[config.mk]
export PLATFORM = sky130hd
export DESIGN_NAME = trav_unit
export DESIGN_NICKNAME = d
export VERILOG_FILES = /design/src/rtl/trav_pkg.sv /design/src/rtl/trav_unit.sv /design/src/rtl/trav_decide.sv /design/src/rtl/trav_math.sv /design/src/rtl/leaf_route.sv /design/src/rtl/sync_fifo.sv /design/src/rtl/stall_buf.sv
export SDC_FILE = /design/constraint.sdc
export NUM_CORES = 2
export LEC_CHECK = 0
export BUFFER_PORTS_ARGS = -buffer_cell sky130_fd_sc_hd__buf_2
export CORE_UTILIZATION = 23
export CTS_BUF_LIST = sky130_fd_sc_hd__clkbuf_4
export DETAILED_ROUTE_END_ITERATION = 10
export SYNTH_ARGS = -nofsm -noshare
export SYNTH_HDL_FRONTEND = slang
export SYNTH_SLANG_ARGS = --single-unit
[constraint.sdc]
create_clock -name clk -period 24.1 [get_ports clk]
set_input_delay 4.82 -clock clk [delete_from_list [all_inputs] [get_ports clk]]
set_output_delay 4.82 -clock clk [all_outputs]
set_load 0.02 [all_outputs]
[src/rtl/trav_pkg.sv]
// ====================
// trav_pkg
// shared field types, node type encoding and
// queue depths for the kd-tree traversal stage
// ====================
package trav_pkg;

  typedef logic [7:0]         ray_id_t;
  typedef logic [15:0]        node_id_t;  // low child sits at parent + 1
  typedef logic signed [31:0] tval_t;     // Q16.16
  typedef logic [23:0]        ln_tri_t;   // leaf triangle list pointer and count

  typedef enum logic [1:0] {
    NODE_X    = 2'd0,
    NODE_Y    = 2'd1,
    NODE_Z    = 2'd2,
    NODE_LEAF = 2'd3
  } node_type_e;

  localparam int LEAF_FIFO_DEPTH = 4;
  localparam int TRAV_FIFO_DEPTH = 4;
  localparam int MATH_LATENCY    = 3;   // stages in trav_math

endpackage
[src/rtl/trav_unit.sv]
// ====================
// trav_unit
// kd-tree traversal stage top: buffers tree cache
// fetches, routes leaves to the leaf path and interior
// nodes through the ray store into the slab math
// ====================
`timescale 1ns/1ps

module trav_unit
  import trav_pkg::*;
(
  input  logic       clk,
  input  logic       rst_n,
  // tree cache in
  input  logic       tcache_valid,
  input  ray_id_t    tcache_ray_id,
  input  node_id_t   tcache_node_id,
  input  node_type_e tcache_node_type,
  input  node_id_t   tcache_right_id,
  input  logic       tcache_low_empty,
  input  logic       tcache_high_empty,
  input  tval_t      tcache_split,
  input  ln_tri_t    tcache_ln_tri,
  input  tval_t      tcache_t_min,
  input  tval_t      tcache_t_max,
  output logic       tcache_stall,
  // ray store request
  output logic       rs_req_valid,
  output ray_id_t    rs_req_ray_id,
  output node_id_t   rs_req_node_id,
  output node_id_t   rs_req_right_id,
  output logic       rs_req_low_empty,
  output logic       rs_req_high_empty,
  output tval_t      rs_req_split,
  output tval_t      rs_req_t_min,
  output tval_t      rs_req_t_max,
  input  logic       rs_req_stall,
  // ray store response
  input  logic       rs_rsp_valid,
  input  ray_id_t    rs_rsp_ray_id,
  input  node_id_t   rs_rsp_node_id,
  input  node_id_t   rs_rsp_right_id,
  input  logic       rs_rsp_low_empty,
  input  logic       rs_rsp_high_empty,
  input  tval_t      rs_rsp_split,
  input  tval_t      rs_rsp_t_min,
  input  tval_t      rs_rsp_t_max,
  input  tval_t      rs_rsp_origin,
  input  tval_t      rs_rsp_inv_dir,
  output logic       rs_rsp_stall,
  // tree arbiter
  output logic       tarb_valid,
  output ray_id_t    tarb_ray_id,
  output node_id_t   tarb_node_id,
  output tval_t      tarb_t_min,
  output tval_t      tarb_t_max,
  input  logic       tarb_stall,
  // ray stack
  output logic       ss_valid,
  output ray_id_t    ss_ray_id,
  output logic       ss_push,
  output logic       ss_pop,
  output node_id_t   ss_node_id,
  output tval_t      ss_t_min,
  output tval_t      ss_t_max,
  input  logic       ss_stall,
  // leaf arbiter and hit list
  output logic       larb_valid,
  output ray_id_t    larb_ray_id,
  output ln_tri_t    larb_ln_tri,
  input  logic       larb_stall,
  output logic       list_valid,
  output ray_id_t    list_ray_id,
  output tval_t      list_t_max,
  input  logic       list_stall
);

  logic [$bits(ray_id_t)+3*$bits(tval_t)+2*$bits(node_id_t)+$bits(ln_tri_t)+3:0] b_word;
  logic       b_valid;
  logic       b_stall;
  ray_id_t    b_ray_id;
  node_id_t   b_node_id;
  logic [1:0] b_type;
  node_id_t   b_right_id;
  logic       b_low_empty;
  logic       b_high_empty;
  tval_t      b_split;
  ln_tri_t    b_ln_tri;
  tval_t      b_t_min;
  tval_t      b_t_max;
  logic       b_leaf;
  logic       leaf_stall;

  logic       rsp_take;
  logic [MATH_LATENCY-1:0]           flight;
  logic [$clog2(MATH_LATENCY+1)-1:0] math_in_flight;

  logic       m_valid;
  ray_id_t    m_ray_id;
  tval_t      m_t_min;
  tval_t      m_t_max;
  tval_t      m_t_mid;
  node_id_t   m_near_id;
  node_id_t   m_far_id;
  logic       m_near_empty;
  logic       m_far_empty;
  logic       m_visit_near;
  logic       m_visit_far;

  stall_buf #(.WIDTH($bits(b_word))) u_in_buf (
    .clk       (clk),
    .rst_n     (rst_n),
    .in_valid  (tcache_valid),
    .in_data   ({tcache_ray_id, tcache_node_id, tcache_node_type, tcache_right_id,
                 tcache_low_empty, tcache_high_empty, tcache_split, tcache_ln_tri,
                 tcache_t_min, tcache_t_max}),
    .in_stall  (tcache_stall),
    .out_valid (b_valid),
    .out_data  (b_word),
    .out_stall (b_stall)
  );

  assign {b_ray_id, b_node_id, b_type, b_right_id, b_low_empty, b_high_empty,
          b_split, b_ln_tri, b_t_min, b_t_max} = b_word;

  // head of buffer blocks until its own path takes it, keeps order
  assign b_leaf  = (b_type == NODE_LEAF);
  assign b_stall = b_leaf ? leaf_stall : rs_req_stall;

  assign rs_req_valid      = b_valid && !b_leaf;
  assign rs_req_ray_id     = b_ray_id;
  assign rs_req_node_id    = b_node_id;
  assign rs_req_right_id   = b_right_id;
  assign rs_req_low_empty  = b_low_empty;
  assign rs_req_high_empty = b_high_empty;
  assign rs_req_split      = b_split;
  assign rs_req_t_min      = b_t_min;
  assign rs_req_t_max      = b_t_max;

  leaf_route u_leaf_route (
    .clk         (clk),
    .rst_n       (rst_n),
    .in_valid    (b_valid && b_leaf),
    .in_ray_id   (b_ray_id),
    .in_ln_tri   (b_ln_tri),
    .in_t_max    (b_t_max),
    .in_stall    (leaf_stall),
    .larb_valid  (larb_valid),
    .larb_ray_id (larb_ray_id),
    .larb_ln_tri (larb_ln_tri),
    .larb_stall  (larb_stall),
    .list_valid  (list_valid),
    .list_ray_id (list_ray_id),
    .list_t_max  (list_t_max),
    .list_stall  (list_stall)
  );

  assign rsp_take = rs_rsp_valid && !rs_rsp_stall;

  // one bit per math stage, mirrors the pipeline valids
  always_ff @(posedge clk) begin
    if (!rst_n) begin
      flight <= '0;
    end else begin
      flight <= {flight[MATH_LATENCY-2:0], rsp_take};
    end
  end

  always_comb begin
    math_in_flight = '0;
    for (int i = 0; i < MATH_LATENCY; i++) begin
      math_in_flight = math_in_flight + flight[i];
    end
  end

  trav_math u_math (
    .clk            (clk),
    .rst_n          (rst_n),
    .in_valid       (rsp_take),
    .in_ray_id      (rs_rsp_ray_id),
    .in_node_id     (rs_rsp_node_id),
    .in_right_id    (rs_rsp_right_id),
    .in_low_empty   (rs_rsp_low_empty),
    .in_high_empty  (rs_rsp_high_empty),
    .in_split       (rs_rsp_split),
    .in_origin      (rs_rsp_origin),
    .in_inv_dir     (rs_rsp_inv_dir),
    .in_t_min       (rs_rsp_t_min),
    .in_t_max       (rs_rsp_t_max),
    .out_valid      (m_valid),
    .out_ray_id     (m_ray_id),
    .out_t_min      (m_t_min),
    .out_t_max      (m_t_max),
    .out_t_mid      (m_t_mid),
    .out_near_id    (m_near_id),
    .out_far_id     (m_far_id),
    .out_near_empty (m_near_empty),
    .out_far_empty  (m_far_empty),
    .out_visit_near (m_visit_near),
    .out_visit_far  (m_visit_far)
  );

  trav_decide u_decide (
    .clk            (clk),
    .rst_n          (rst_n),
    .in_valid       (m_valid),
    .in_ray_id      (m_ray_id),
    .in_t_min       (m_t_min),
    .in_t_max       (m_t_max),
    .in_t_mid       (m_t_mid),
    .in_near_id     (m_near_id),
    .in_far_id      (m_far_id),
    .in_near_empty  (m_near_empty),
    .in_far_empty   (m_far_empty),
    .in_visit_near  (m_visit_near),
    .in_visit_far   (m_visit_far),
    .math_in_flight (math_in_flight),
    .rsp_stall      (rs_rsp_stall),
    .tarb_valid     (tarb_valid),
    .tarb_ray_id    (tarb_ray_id),
    .tarb_node_id   (tarb_node_id),
    .tarb_t_min     (tarb_t_min),
    .tarb_t_max     (tarb_t_max),
    .tarb_stall     (tarb_stall),
    .ss_valid       (ss_valid),
    .ss_ray_id      (ss_ray_id),
    .ss_push        (ss_push),
    .ss_pop         (ss_pop),
    .ss_node_id     (ss_node_id),
    .ss_t_min       (ss_t_min),
    .ss_t_max       (ss_t_max),
    .ss_stall       (ss_stall)
  );

endmodule

[src/rtl/trav_decide.sv]
// ====================
// trav_decide
// result queue with credit stall, issues one
// tree fetch, stack push or stack pop per node
// ====================
`timescale 1ns/1ps

module trav_decide
  import trav_pkg::*;
(
  input  logic     clk,
  input  logic     rst_n,
  input  logic     in_valid,
  input  ray_id_t  in_ray_id,
  input  tval_t    in_t_min,
  input  tval_t    in_t_max,
  input  tval_t    in_t_mid,
  input  node_id_t in_near_id,
  input  node_id_t in_far_id,
  input  logic     in_near_empty,
  input  logic     in_far_empty,
  input  logic     in_visit_near,
  input  logic     in_visit_far,
  input  logic [$clog2(MATH_LATENCY+1)-1:0] math_in_flight,
  output logic     rsp_stall,
  output logic     tarb_valid,
  output ray_id_t  tarb_ray_id,
  output node_id_t tarb_node_id,
  output tval_t    tarb_t_min,
  output tval_t    tarb_t_max,
  input  logic     tarb_stall,
  output logic     ss_valid,
  output ray_id_t  ss_ray_id,
  output logic     ss_push,
  output logic     ss_pop,
  output node_id_t ss_node_id,
  output tval_t    ss_t_min,
  output tval_t    ss_t_max,
  input  logic     ss_stall
);

  logic [$bits(ray_id_t)+3*$bits(tval_t)+2*$bits(node_id_t)+3:0] q_word;
  ray_id_t  q_ray_id;
  tval_t    q_t_min;
  tval_t    q_t_max;
  tval_t    q_t_mid;
  node_id_t q_near_id;
  node_id_t q_far_id;
  logic     q_near_empty;
  logic     q_far_empty;
  logic     q_visit_near;
  logic     q_visit_far;
  logic     q_empty;
  logic [$clog2(TRAV_FIFO_DEPTH+1)-1:0] q_count;
  logic     near_go;
  logic     far_go;
  logic     load;

  assign {q_ray_id, q_t_min, q_t_max, q_t_mid, q_near_id, q_far_id,
          q_near_empty, q_far_empty, q_visit_near, q_visit_far} = q_word;

  sync_fifo #(
    .WIDTH ($bits(q_word)),
    .DEPTH (TRAV_FIFO_DEPTH)
  ) u_result_q (
    .clk     (clk),
    .rst_n   (rst_n),
    .wr_en   (in_valid),  // credit keeps room for every word in flight
    .wr_data ({in_ray_id, in_t_min, in_t_max, in_t_mid, in_near_id, in_far_id,
               in_near_empty, in_far_empty, in_visit_near, in_visit_far}),
    .rd_en   (load),
    .rd_data (q_word),
    .full    (),
    .empty   (q_empty),
    .count   (q_count)
  );

  assign rsp_stall = (q_count + math_in_flight) >= TRAV_FIFO_DEPTH;

  assign near_go = q_visit_near && !q_near_empty;
  assign far_go  = q_visit_far && !q_far_empty;
  assign load    = !q_empty && (!tarb_valid || !tarb_stall) && (!ss_valid || !ss_stall);

  always_ff @(posedge clk) begin
    if (!rst_n) begin
      tarb_valid <= 1'b0;
      ss_valid   <= 1'b0;
    end else begin
      tarb_valid <= (load && (near_go || far_go)) || (tarb_valid && tarb_stall);
      ss_valid   <= (load && (near_go == far_go)) || (ss_valid && ss_stall);  // push or pop
    end
  end

  always_ff @(posedge clk) begin
    if (load) begin
      tarb_ray_id  <= q_ray_id;
      tarb_node_id <= near_go ? q_near_id : q_far_id;
      // clip at t_mid only where the other child is also visited
      tarb_t_min   <= (!near_go && q_visit_near) ? q_t_mid : q_t_min;
      tarb_t_max   <= (near_go && q_visit_far) ? q_t_mid : q_t_max;
      ss_ray_id    <= q_ray_id;
      ss_push      <= near_go && far_go;
      ss_pop       <= !near_go && !far_go;
      ss_node_id   <= q_far_id;
      ss_t_min     <= q_t_mid;
      ss_t_max     <= q_t_max;
    end
  end

endmodule

[src/rtl/trav_math.sv]
// ====================
// trav_math
// three-stage slab math: split distance t_mid,
// near/far child pick and the visit flags
// ====================
`timescale 1ns/1ps

module trav_math
  import trav_pkg::*;
(
  input  logic     clk,
  input  logic     rst_n,
  input  logic     in_valid,
  input  ray_id_t  in_ray_id,
  input  node_id_t in_node_id,
  input  node_id_t in_right_id,
  input  logic     in_low_empty,
  input  logic     in_high_empty,
  input  tval_t    in_split,
  input  tval_t    in_origin,
  input  tval_t    in_inv_dir,
  input  tval_t    in_t_min,
  input  tval_t    in_t_max,
  output logic     out_valid,
  output ray_id_t  out_ray_id,
  output tval_t    out_t_min,
  output tval_t    out_t_max,
  output tval_t    out_t_mid,
  output node_id_t out_near_id,
  output node_id_t out_far_id,
  output logic     out_near_empty,
  output logic     out_far_empty,
  output logic     out_visit_near,
  output logic     out_visit_far
);

  logic              s1_valid;
  logic              s2_valid;
  ray_id_t           s1_ray_id;
  ray_id_t           s2_ray_id;
  tval_t             s1_t_min;
  tval_t             s1_t_max;
  tval_t             s2_t_min;
  tval_t             s2_t_max;
  tval_t             s1_diff;
  tval_t             s1_inv_dir;
  tval_t             s2_t_mid;
  node_id_t          s1_near_id;
  node_id_t          s1_far_id;
  node_id_t          s2_near_id;
  node_id_t          s2_far_id;
  logic              s1_near_empty;
  logic              s1_far_empty;
  logic              s2_near_empty;
  logic              s2_far_empty;
  logic              dir_neg;
  logic signed [63:0] prod;

  assign dir_neg = in_inv_dir < 0;   // negative direction: high child is near
  assign prod    = s1_diff * s1_inv_dir;

  always_ff @(posedge clk) begin
    if (!rst_n) begin
      s1_valid  <= 1'b0;
      s2_valid  <= 1'b0;
      out_valid <= 1'b0;
    end else begin
      s1_valid  <= in_valid;
      s2_valid  <= s1_valid;
      out_valid <= s2_valid;
    end
  end

  always_ff @(posedge clk) begin
    // stage 1, distance to the split plane
    s1_ray_id     <= in_ray_id;
    s1_t_min      <= in_t_min;
    s1_t_max      <= in_t_max;
    s1_diff       <= in_split - in_origin;
    s1_inv_dir    <= in_inv_dir;
    s1_near_id    <= dir_neg ? in_right_id : in_node_id + 16'd1;
    s1_far_id     <= dir_neg ? in_node_id + 16'd1 : in_right_id;
    s1_near_empty <= dir_neg ? in_high_empty : in_low_empty;
    s1_far_empty  <= dir_neg ? in_low_empty : in_high_empty;
    // stage 2, scale back to Q16.16
    s2_ray_id     <= s1_ray_id;
    s2_t_min      <= s1_t_min;
    s2_t_max      <= s1_t_max;
    s2_t_mid      <= prod[47:16];
    s2_near_id    <= s1_near_id;
    s2_far_id     <= s1_far_id;
    s2_near_empty <= s1_near_empty;
    s2_far_empty  <= s1_far_empty;
    // stage 3, range compare
    out_ray_id     <= s2_ray_id;
    out_t_min      <= s2_t_min;
    out_t_max      <= s2_t_max;
    out_t_mid      <= s2_t_mid;
    out_near_id    <= s2_near_id;
    out_far_id     <= s2_far_id;
    out_near_empty <= s2_near_empty;
    out_far_empty  <= s2_far_empty;
    out_visit_near <= s2_t_mid > s2_t_min;   // plane at or before entry skips near
    out_visit_far  <= s2_t_mid < s2_t_max;   // plane at or past exit skips far
  end

endmodule

[src/rtl/leaf_route.sv]
// ====================
// leaf_route
// queues leaf nodes and hands each one to the
// leaf arbiter and the hit list as a pair
// ====================
`timescale 1ns/1ps

module leaf_route
  import trav_pkg::*;
(
  input  logic    clk,
  input  logic    rst_n,
  input  logic    in_valid,
  input  ray_id_t in_ray_id,
  input  ln_tri_t in_ln_tri,
  input  tval_t   in_t_max,
  output logic    in_stall,
  output logic    larb_valid,
  output ray_id_t larb_ray_id,
  output ln_tri_t larb_ln_tri,
  input  logic    larb_stall,
  output logic    list_valid,
  output ray_id_t list_ray_id,
  output tval_t   list_t_max,
  input  logic    list_stall
);

  logic [$bits(ray_id_t)+$bits(ln_tri_t)+$bits(tval_t)-1:0] q_word;
  ray_id_t q_ray_id;
  ln_tri_t q_ln_tri;
  tval_t   q_t_max;
  logic    q_full;
  logic    q_empty;
  logic    q_load;

  assign in_stall = q_full;
  assign {q_ray_id, q_ln_tri, q_t_max} = q_word;

  sync_fifo #(
    .WIDTH ($bits(q_word)),
    .DEPTH (LEAF_FIFO_DEPTH)
  ) u_leaf_q (
    .clk     (clk),
    .rst_n   (rst_n),
    .wr_en   (in_valid && !q_full),
    .wr_data ({in_ray_id, in_ln_tri, in_t_max}),
    .rd_en   (q_load),
    .rd_data (q_word),
    .full    (q_full),
    .empty   (q_empty),
    .count   ()
  );

  // refill only when both sides are free or draining this cycle
  assign q_load = !q_empty && (!larb_valid || !larb_stall) && (!list_valid || !list_stall);

  always_ff @(posedge clk) begin
    if (!rst_n) begin
      larb_valid <= 1'b0;
      list_valid <= 1'b0;
    end else begin
      larb_valid <= q_load || (larb_valid && larb_stall);
      list_valid <= q_load || (list_valid && list_stall);
    end
  end

  always_ff @(posedge clk) begin
    if (q_load) begin
      larb_ray_id <= q_ray_id;
      larb_ln_tri <= q_ln_tri;
      list_ray_id <= q_ray_id;
      list_t_max  <= q_t_max;
    end
  end

endmodule

[src/rtl/sync_fifo.sv]
// ====================
// sync_fifo
// circular buffer queue with show-ahead read data,
// full, empty and an occupancy count
// ====================
`timescale 1ns/1ps

module sync_fifo #(
  parameter int WIDTH = 8,
  parameter int DEPTH = 4
) (
  input  logic                       clk,
  input  logic                       rst_n,
  input  logic                       wr_en,
  input  logic [WIDTH-1:0]           wr_data,
  input  logic                       rd_en,
  output logic [WIDTH-1:0]           rd_data,
  output logic                       full,
  output logic                       empty,
  output logic [$clog2(DEPTH+1)-1:0] count
);

  logic [WIDTH-1:0]         mem [DEPTH];
  logic [$clog2(DEPTH)-1:0] wr_ptr;
  logic [$clog2(DEPTH)-1:0] rd_ptr;
  logic                     do_wr;
  logic                     do_rd;

  assign full    = (count == DEPTH);
  assign empty   = (count == 0);
  assign do_wr   = wr_en && !full;
  assign do_rd   = rd_en && !empty;
  assign rd_data = mem[rd_ptr];  // head word visible before the pop

  always_ff @(posedge clk) begin
    if (do_wr) mem[wr_ptr] <= wr_data;
  end

  always_ff @(posedge clk) begin
    if (!rst_n) begin
      wr_ptr <= '0;
      rd_ptr <= '0;
      count  <= '0;
    end else begin
      if (do_wr) wr_ptr <= (wr_ptr == DEPTH - 1) ? '0 : wr_ptr + 1'b1;
      if (do_rd) rd_ptr <= (rd_ptr == DEPTH - 1) ? '0 : rd_ptr + 1'b1;
      if (do_wr && !do_rd) begin
        count <= count + 1'b1;
      end else if (do_rd && !do_wr) begin
        count <= count - 1'b1;
      end
    end
  end

endmodule

[src/rtl/stall_buf.sv]
// ====================
// stall_buf
// two-entry skid buffer on a valid/stall port,
// registered output and registered upstream stall
// ====================
`timescale 1ns/1ps

module stall_buf #(
  parameter int WIDTH = 8
) (
  input  logic             clk,
  input  logic             rst_n,
  input  logic             in_valid,
  input  logic [WIDTH-1:0] in_data,
  output logic             in_stall,
  output logic             out_valid,
  output logic [WIDTH-1:0] out_data,
  input  logic             out_stall
);

  logic             skid_valid;
  logic [WIDTH-1:0] skid_data;
  logic             out_free;

  assign out_free = !out_valid || !out_stall;
  assign in_stall = skid_valid;  // only raised once the spare slot is taken

  always_ff @(posedge clk) begin
    if (!rst_n) begin
      out_valid  <= 1'b0;
      skid_valid <= 1'b0;
    end else if (out_free) begin
      out_valid  <= skid_valid || in_valid;  // skid word drains first
      skid_valid <= 1'b0;
    end else if (in_valid && !skid_valid) begin
      skid_valid <= 1'b1;
    end
  end

  always_ff @(posedge clk) begin
    if (out_free) out_data <= skid_valid ? skid_data : in_data;
    if (!out_free && !skid_valid) skid_data <= in_data;
  end

endmodule

Word level (Yosys, flattened, before mapping) --
Memories as Yosys holds them, arrays and structs flattened. A register that Yosys moved wholly into a read port is not among the register bits. Index checks and enable logic that the tools add are counted.
Cells by class: $add $sub $neg 13, multiply operators 1, $lt $le $gt $ge 4, equal/unequal tests 8, mux-type cells 23, bitwise operators 1, reduce and logical (&&, ||, !) cells 72
Operators by type and width (number):
- two-way mux 164 bit | 1
- two-way mux 32 bit | 2
- multiplier 32 x 32 -> 48 bit | 1
- two-way mux 16 bit | 3
- >= comparator 32 x 3 -> 1 bit (second input constant) | 1
- greater-than comparator 32 bit | 1
- < comparator 32 x 1 -> 1 bit (second input constant) | 1
- < comparator 32 bit | 1
- subtractor 32 bit | 1
- logical AND 1 bit | 30
- logical NOT 1 bit | 26
- adder 16 x 1 -> 16 bit (second input constant) | 1
- two-way mux 2 bit | 6
- two-way mux 3 bit | 4
- logical OR 1 bit | 11
- == test 2 bit (second input constant) | 5
- adder 2 x 1 -> 2 bit (second input constant) | 4
- two-way mux 1 bit | 7
- adder 3 x 1 -> 3 bit (second input constant) | 2
- == test 3 bit (second input constant) | 2
- logical NOT 3 bit | 2
- subtractor 3 x 1 -> 3 bit (second input constant) | 2
- adder 3 x 2 -> 4 bit | 1
- nonzero test 2 bit | 2
- other kinds (5) | 5
Word-level totals: register bits 972, bits in writable memories 816, input port bits 375, output and inout port bits 395, word-level logic and storage cells 178, memories 2
Memories:
- u_decide.u_result_q.mem | words 4, bits a word 140, rd ports 1, clocked after Yosys merged registers in 1, wr ports 1, line sync_fifo.sv:23 | logic [WIDTH-1:0] mem [DEPTH];
- u_leaf_route.u_leaf_q.mem | words 4, bits a word 64, rd ports 1, clocked after Yosys merged registers in 1, wr ports 1, line sync_fifo.sv:23

Depth between registers and ports, before layout --
depth after elaboration 8, depth in mapped cells 27, mapped depth without buffers 26

Modules after synthesis --
From an unflattened synthesis, not the netlist that was laid out.
Unflattened totals: cells, all modules 6161, area total of the unflattened synthesis 92144.6 um^2
By module, submodules not included:
- trav_math | times used 1, cells an instance 4062, area each 41198.3 um^2, sequential area each 9028.7 um^2
- sync_fifo (u_decide.u_result_q) | times used 1, cells an instance 783, area each 20683.6 um^2, sequential area each 16996.3 um^2
- stall_buf | times used 1, cells an instance 517, area each 11952.7 um^2, sequential area each 9889.5 um^2
- sync_fifo (u_leaf_route.u_leaf_q) | times used 1, cells an instance 385, area each 9790.6 um^2, sequential area each 7867.5 um^2
- trav_decide | times used 1, cells an instance 320, area each 6304.8 um^2, sequential area each 5144.9 um^2
- leaf_route | times used 1, cells an instance 82, area each 2075.7 um^2, sequential area each 1961.9 um^2
- trav_unit | times used 1, cells an instance 12, area each 138.9 um^2, sequential area each 60.1 um^2

Worst setup path after synthesis --
No wires, ideal clock.
path kind input port to flip-flop, start input port rs_req_stall, end register u_in_buf.skid_data[0], enable pin, library setup time 1592 ps, arrival 16669 ps, data required time 22508 ps, slack 5840 ps, stages on the path 4, path buffers 0, cells stage by stage nand2_1 > o21ai_0 > nand2_1 > nor2_1
On the way: longest elaborated chain between the ends 5
Ends and longest elaborated chain:
- start, declared | line trav_unit.sv:37 | input logic rs_req_stall,
- two-way mux 1 bit | line trav_unit.sv:128 | assign b_stall = b_leaf ? leaf_stall : rs_req_stall;
- logical NOT 1 bit | line stall_buf.sv:25 | assign out_free = !out_valid || !out_stall;
- logical OR 1 bit | line stall_buf.sv:25
- net u_in_buf.out_free | line stall_buf.sv:23 | logic out_free;
- logical NOT 1 bit | line stall_buf.sv:42 | if (!out_free && !skid_valid) skid_data <= in_data;
- logical AND 1 bit | line stall_buf.sv:42
- end signal, assigned | line stall_buf.sv:42
- end, declared | line stall_buf.sv:22 | logic [WIDTH-1:0] skid_data;
The timed path passes the listed nets, and every way through them passes these cells. A chain may end at the register's enable or synchronous reset.

Final worst setup path --
start register u_math.s1_inv_dir[14], end register u_math.s2_t_mid[31]
On the way: longest elaborated chain between the ends 1
Ends and longest elaborated chain:
- start, declared | line trav_math.sv:46 | tval_t s1_inv_dir;
- start signal, assigned | line trav_math.sv:80 | s1_inv_dir <= in_inv_dir;
- multiplier 32 x 32 -> 48 bit | line trav_math.sv:60 | assign prod = s1_diff * s1_inv_dir;
- net u_math.prod[47] | line trav_math.sv:57 | logic signed [63:0] prod;
- end signal, assigned | line trav_math.sv:89 | s2_t_mid <= prod[47:16];
- end, declared | line trav_math.sv:47 | tval_t s2_t_mid;
The timed path passes the listed nets, and every way through them passes these cells.

==> reports/results.ini <==
[placed_design]
dp_hpwl_mm=178.0
placed_cells=12000
portBuffers=769
post-place-ws_ns=16.05
place_congestion=0.8153

[synth]
ys_seq_area_share_pct=54.73
synth_edf_count=1378
synthTopCellsByCount=edfxtp_1 (1378), inv_1 (909), fa_1 (842)
yosys-top-cells-area=edfxtp_1 (45%), fa_1 (18%), dfxtp_1 (10%)
syn-num-nets=7743
ys.flop_type=edfxtp_1
yosysTopAreaCell=edfxtp_1
ys_async_sr_fraction_pct=0
ys_types=67
ys_seq_elements=1851
synth_area_per_cell_sq_um=14.86
yosysWarnings=0
syn_area_sq_um=92920
synth.most_common_cell=edfxtp_1
synth_cells=6253
synth_top_area_share_pct=44.53

[timing]
final_max_slew_viol_count=0
hold_viol=0
hold_ws_ns=0.2369
period_share_pct=33.75
tightest_slew_ns=1.248
setup_viol=0
setup_tns_ns=0
fmax_mhz=123.0
rsz0062_at_grt=false
worst_slack_ns=15.97
fin_skew_ns=0.1504
min_period_ns=8.133
relSlewSlack_pct=16.70

[routing]
firstDrtPassIters=7
drcViolationCount=0
wl_mm=245.4
drt_iter0_drc=3206
drt-wirelength-per-cell_microns=18.99
ant_nets=0
via_per_inst=3.981
num_vias=51460

[die]
num_rows=233
dieArea_sq_um=406500
core_area_sq_um=402300
pin_count=770
die_w_microns=637.6
dieHeight_microns=637.6
start_util_pct=23.10

[cells_and_area]
fill_cells=41380
final_layout_size_suffix_gt1_share_pct=28.43
nets=8672
fin_cells=12930
syn2layout_area_growth_pct=16.90

[grt]
grt_max_degree=159
grt_usage_pct=11.91
overflow=0
grt_pass1_vias=54500
grt_pass1_wl_mm=361.8
antenna_found_initial=64

[hold_path]
hp-class=reg2reg

[critical_path]
start_kind=flip-flop
critPathMaxFanout=33
path_common_cell=fa_1
cp_slowest_cell=dfxtp_1
endpoint_kind=flip-flop
worst-path-buf-inv=2
crit_path_max_incr_delay_ns=1.14
path_class=reg2reg
required_ns=25.32
path_cells=and2_1 -> fa_1 -> fa_1 -> inv_1 -> fa_1 -> fa_1 -> fa_1 -> inv_1 -> fa_1 -> fa_1 -> fa_1 -> ha_1 -> a21o_1 -> a21o_1 -> a21oi_4 -> o21ai_2 -> o311a_4 -> a221oi_4 -> o2111ai_4 -> a221oi_2 -> xnor2_1
crit_family=adder cells
cp.arrival_ns=9.36

[clock_tree]
numCtsBuffers=471
cts_setup_buffers=0
ctsResizeCount=0
clockBufferDepth=4
htreeDepth=5
cts_tree=yes
clock_sinks=1851
cts_hold_buf=0
path_clk_slew_ns=0.06
root_buffer=clkbuf_4
insertion_delay_ns=1.40

[flow_run]
cap_violations=0

[status]
outcome=finished clean

[worst reg2reg max path, cell delays in order, from the launching register on]
cell and delay, ns:
dfxtp_1 1.14, and2_1 0.30, fa_1 0.42, fa_1 0.53
inv_1 0.05, fa_1 0.46, fa_1 0.52, fa_1 0.55
inv_1 0.05, fa_1 0.46, fa_1 0.51, fa_1 0.41
ha_1 0.37, a21o_1 0.20, a21o_1 0.20, a21oi_4 0.14
o21ai_2 0.08, o311a_4 0.45, a221oi_4 0.45, o2111ai_4 0.25
a221oi_2 0.31, xnor2_1 0.10
[layer usage]
metal / track usage, % / vias to the layer above / part of all wire [%]
li1: - / 23050 / -
met1: 15.51 / 26500 / 43
met2: 19.94 / 1560 / 49
met3: 2.127 / 339 / 5.7
met4: 3.939 / 16 / 2.7
met5: 0 / - / 0.048
[registers in the layout (all words and copies together), names as in the netlist, 164 cells and up, named ones only]
signal	count
u_leaf_route.u_leaf_q.mem	256
u_decide.u_result_q.mem	560
u_in_buf.out_data	164
u_in_buf.skid_data	164
[logic make-up after synthesis]
logic type,count (synthesis),synth area share [%]
mux,489,8.387
xor+xnor,117,1.103
fa+ha+maj,1115,21.82
flops,1851,54.73
buf+inv,1309,5.902
compound gates,247,1.873
simple gates,1125,6.192
[worst paths after layout]
check / start / end / slack (ns) / cells after the start
setup reg to reg: u_math.s1_inv_dir[14] / u_math.s2_t_mid[31] / 15.97 / 21
setup / recovery: u_math.s1_inv_dir[14] / u_math.s2_t_mid[31] / 15.97 / 21
hold reg to reg: u_math.s1_t_min[19] / u_math.s2_t_min[19] / 0.24 / 0
hold / removal: u_math.s1_t_min[19] / u_math.s2_t_min[19] / 0.24 / 0
[cells in the final DEF (no fill, tap or decap), drive strengths merged, types with 5 or more instances in the layout]
cell type  netlist  final
inv            909    925
nand4           15     15
xnor2           84     84
buf            184    856
nand2b          18     18
o21a            15     15
o21bai           5      5
mux2i            9      9
a21oi           60     60
or3              7      7
o21ai           38     38
diode            0     49
clkinvlp         0      6
nor2b           27     27
fa             842    842
dfxtp          473    473
xor2            33     33
edfxtp        1378   1378
a31oi            6      6
ha             273    273
nand3           18     18
a21boi          13     13
nor3            12     12
a21o            51     51
clkbuf         216    724
mux4           204    204
a2111oi          6      6
and2           486    486
a211o            5      5
clkinv           0    129
nand2          460    460
o31ai            7      7
a211oi           8      8
nor2            50     50
bufinv           0      6
and3            17     17
mux2           276    276
[final cells by class]
cell class	instances	area (sq um)	area share (%)
Timing Repair Buffer	856	4527	4.168
Inverter	909	3420	3.148
Clock inverter	157	998.5	0.9192
Clock buffer	724	5435	5.004
Antenna cell	49	122.6	0.1129
Tap cell	5287	6615	6.090
Multi-Input combinational cell	3093	36630	33.72
Sequential cell	1851	50870	46.83
[per-stage QoR]
step                cell area (sq um)  utilization [%]
floorplan                       92920                -
global placement               102100            25.37
detailed placement             102100            25.37
CTS                            108500            26.97
global route                   108600            26.99
finish                         108600            27.00
Power is not shown: default switching activity piles up to over one toggle a cycle in this logic, so the estimate is an artifact.
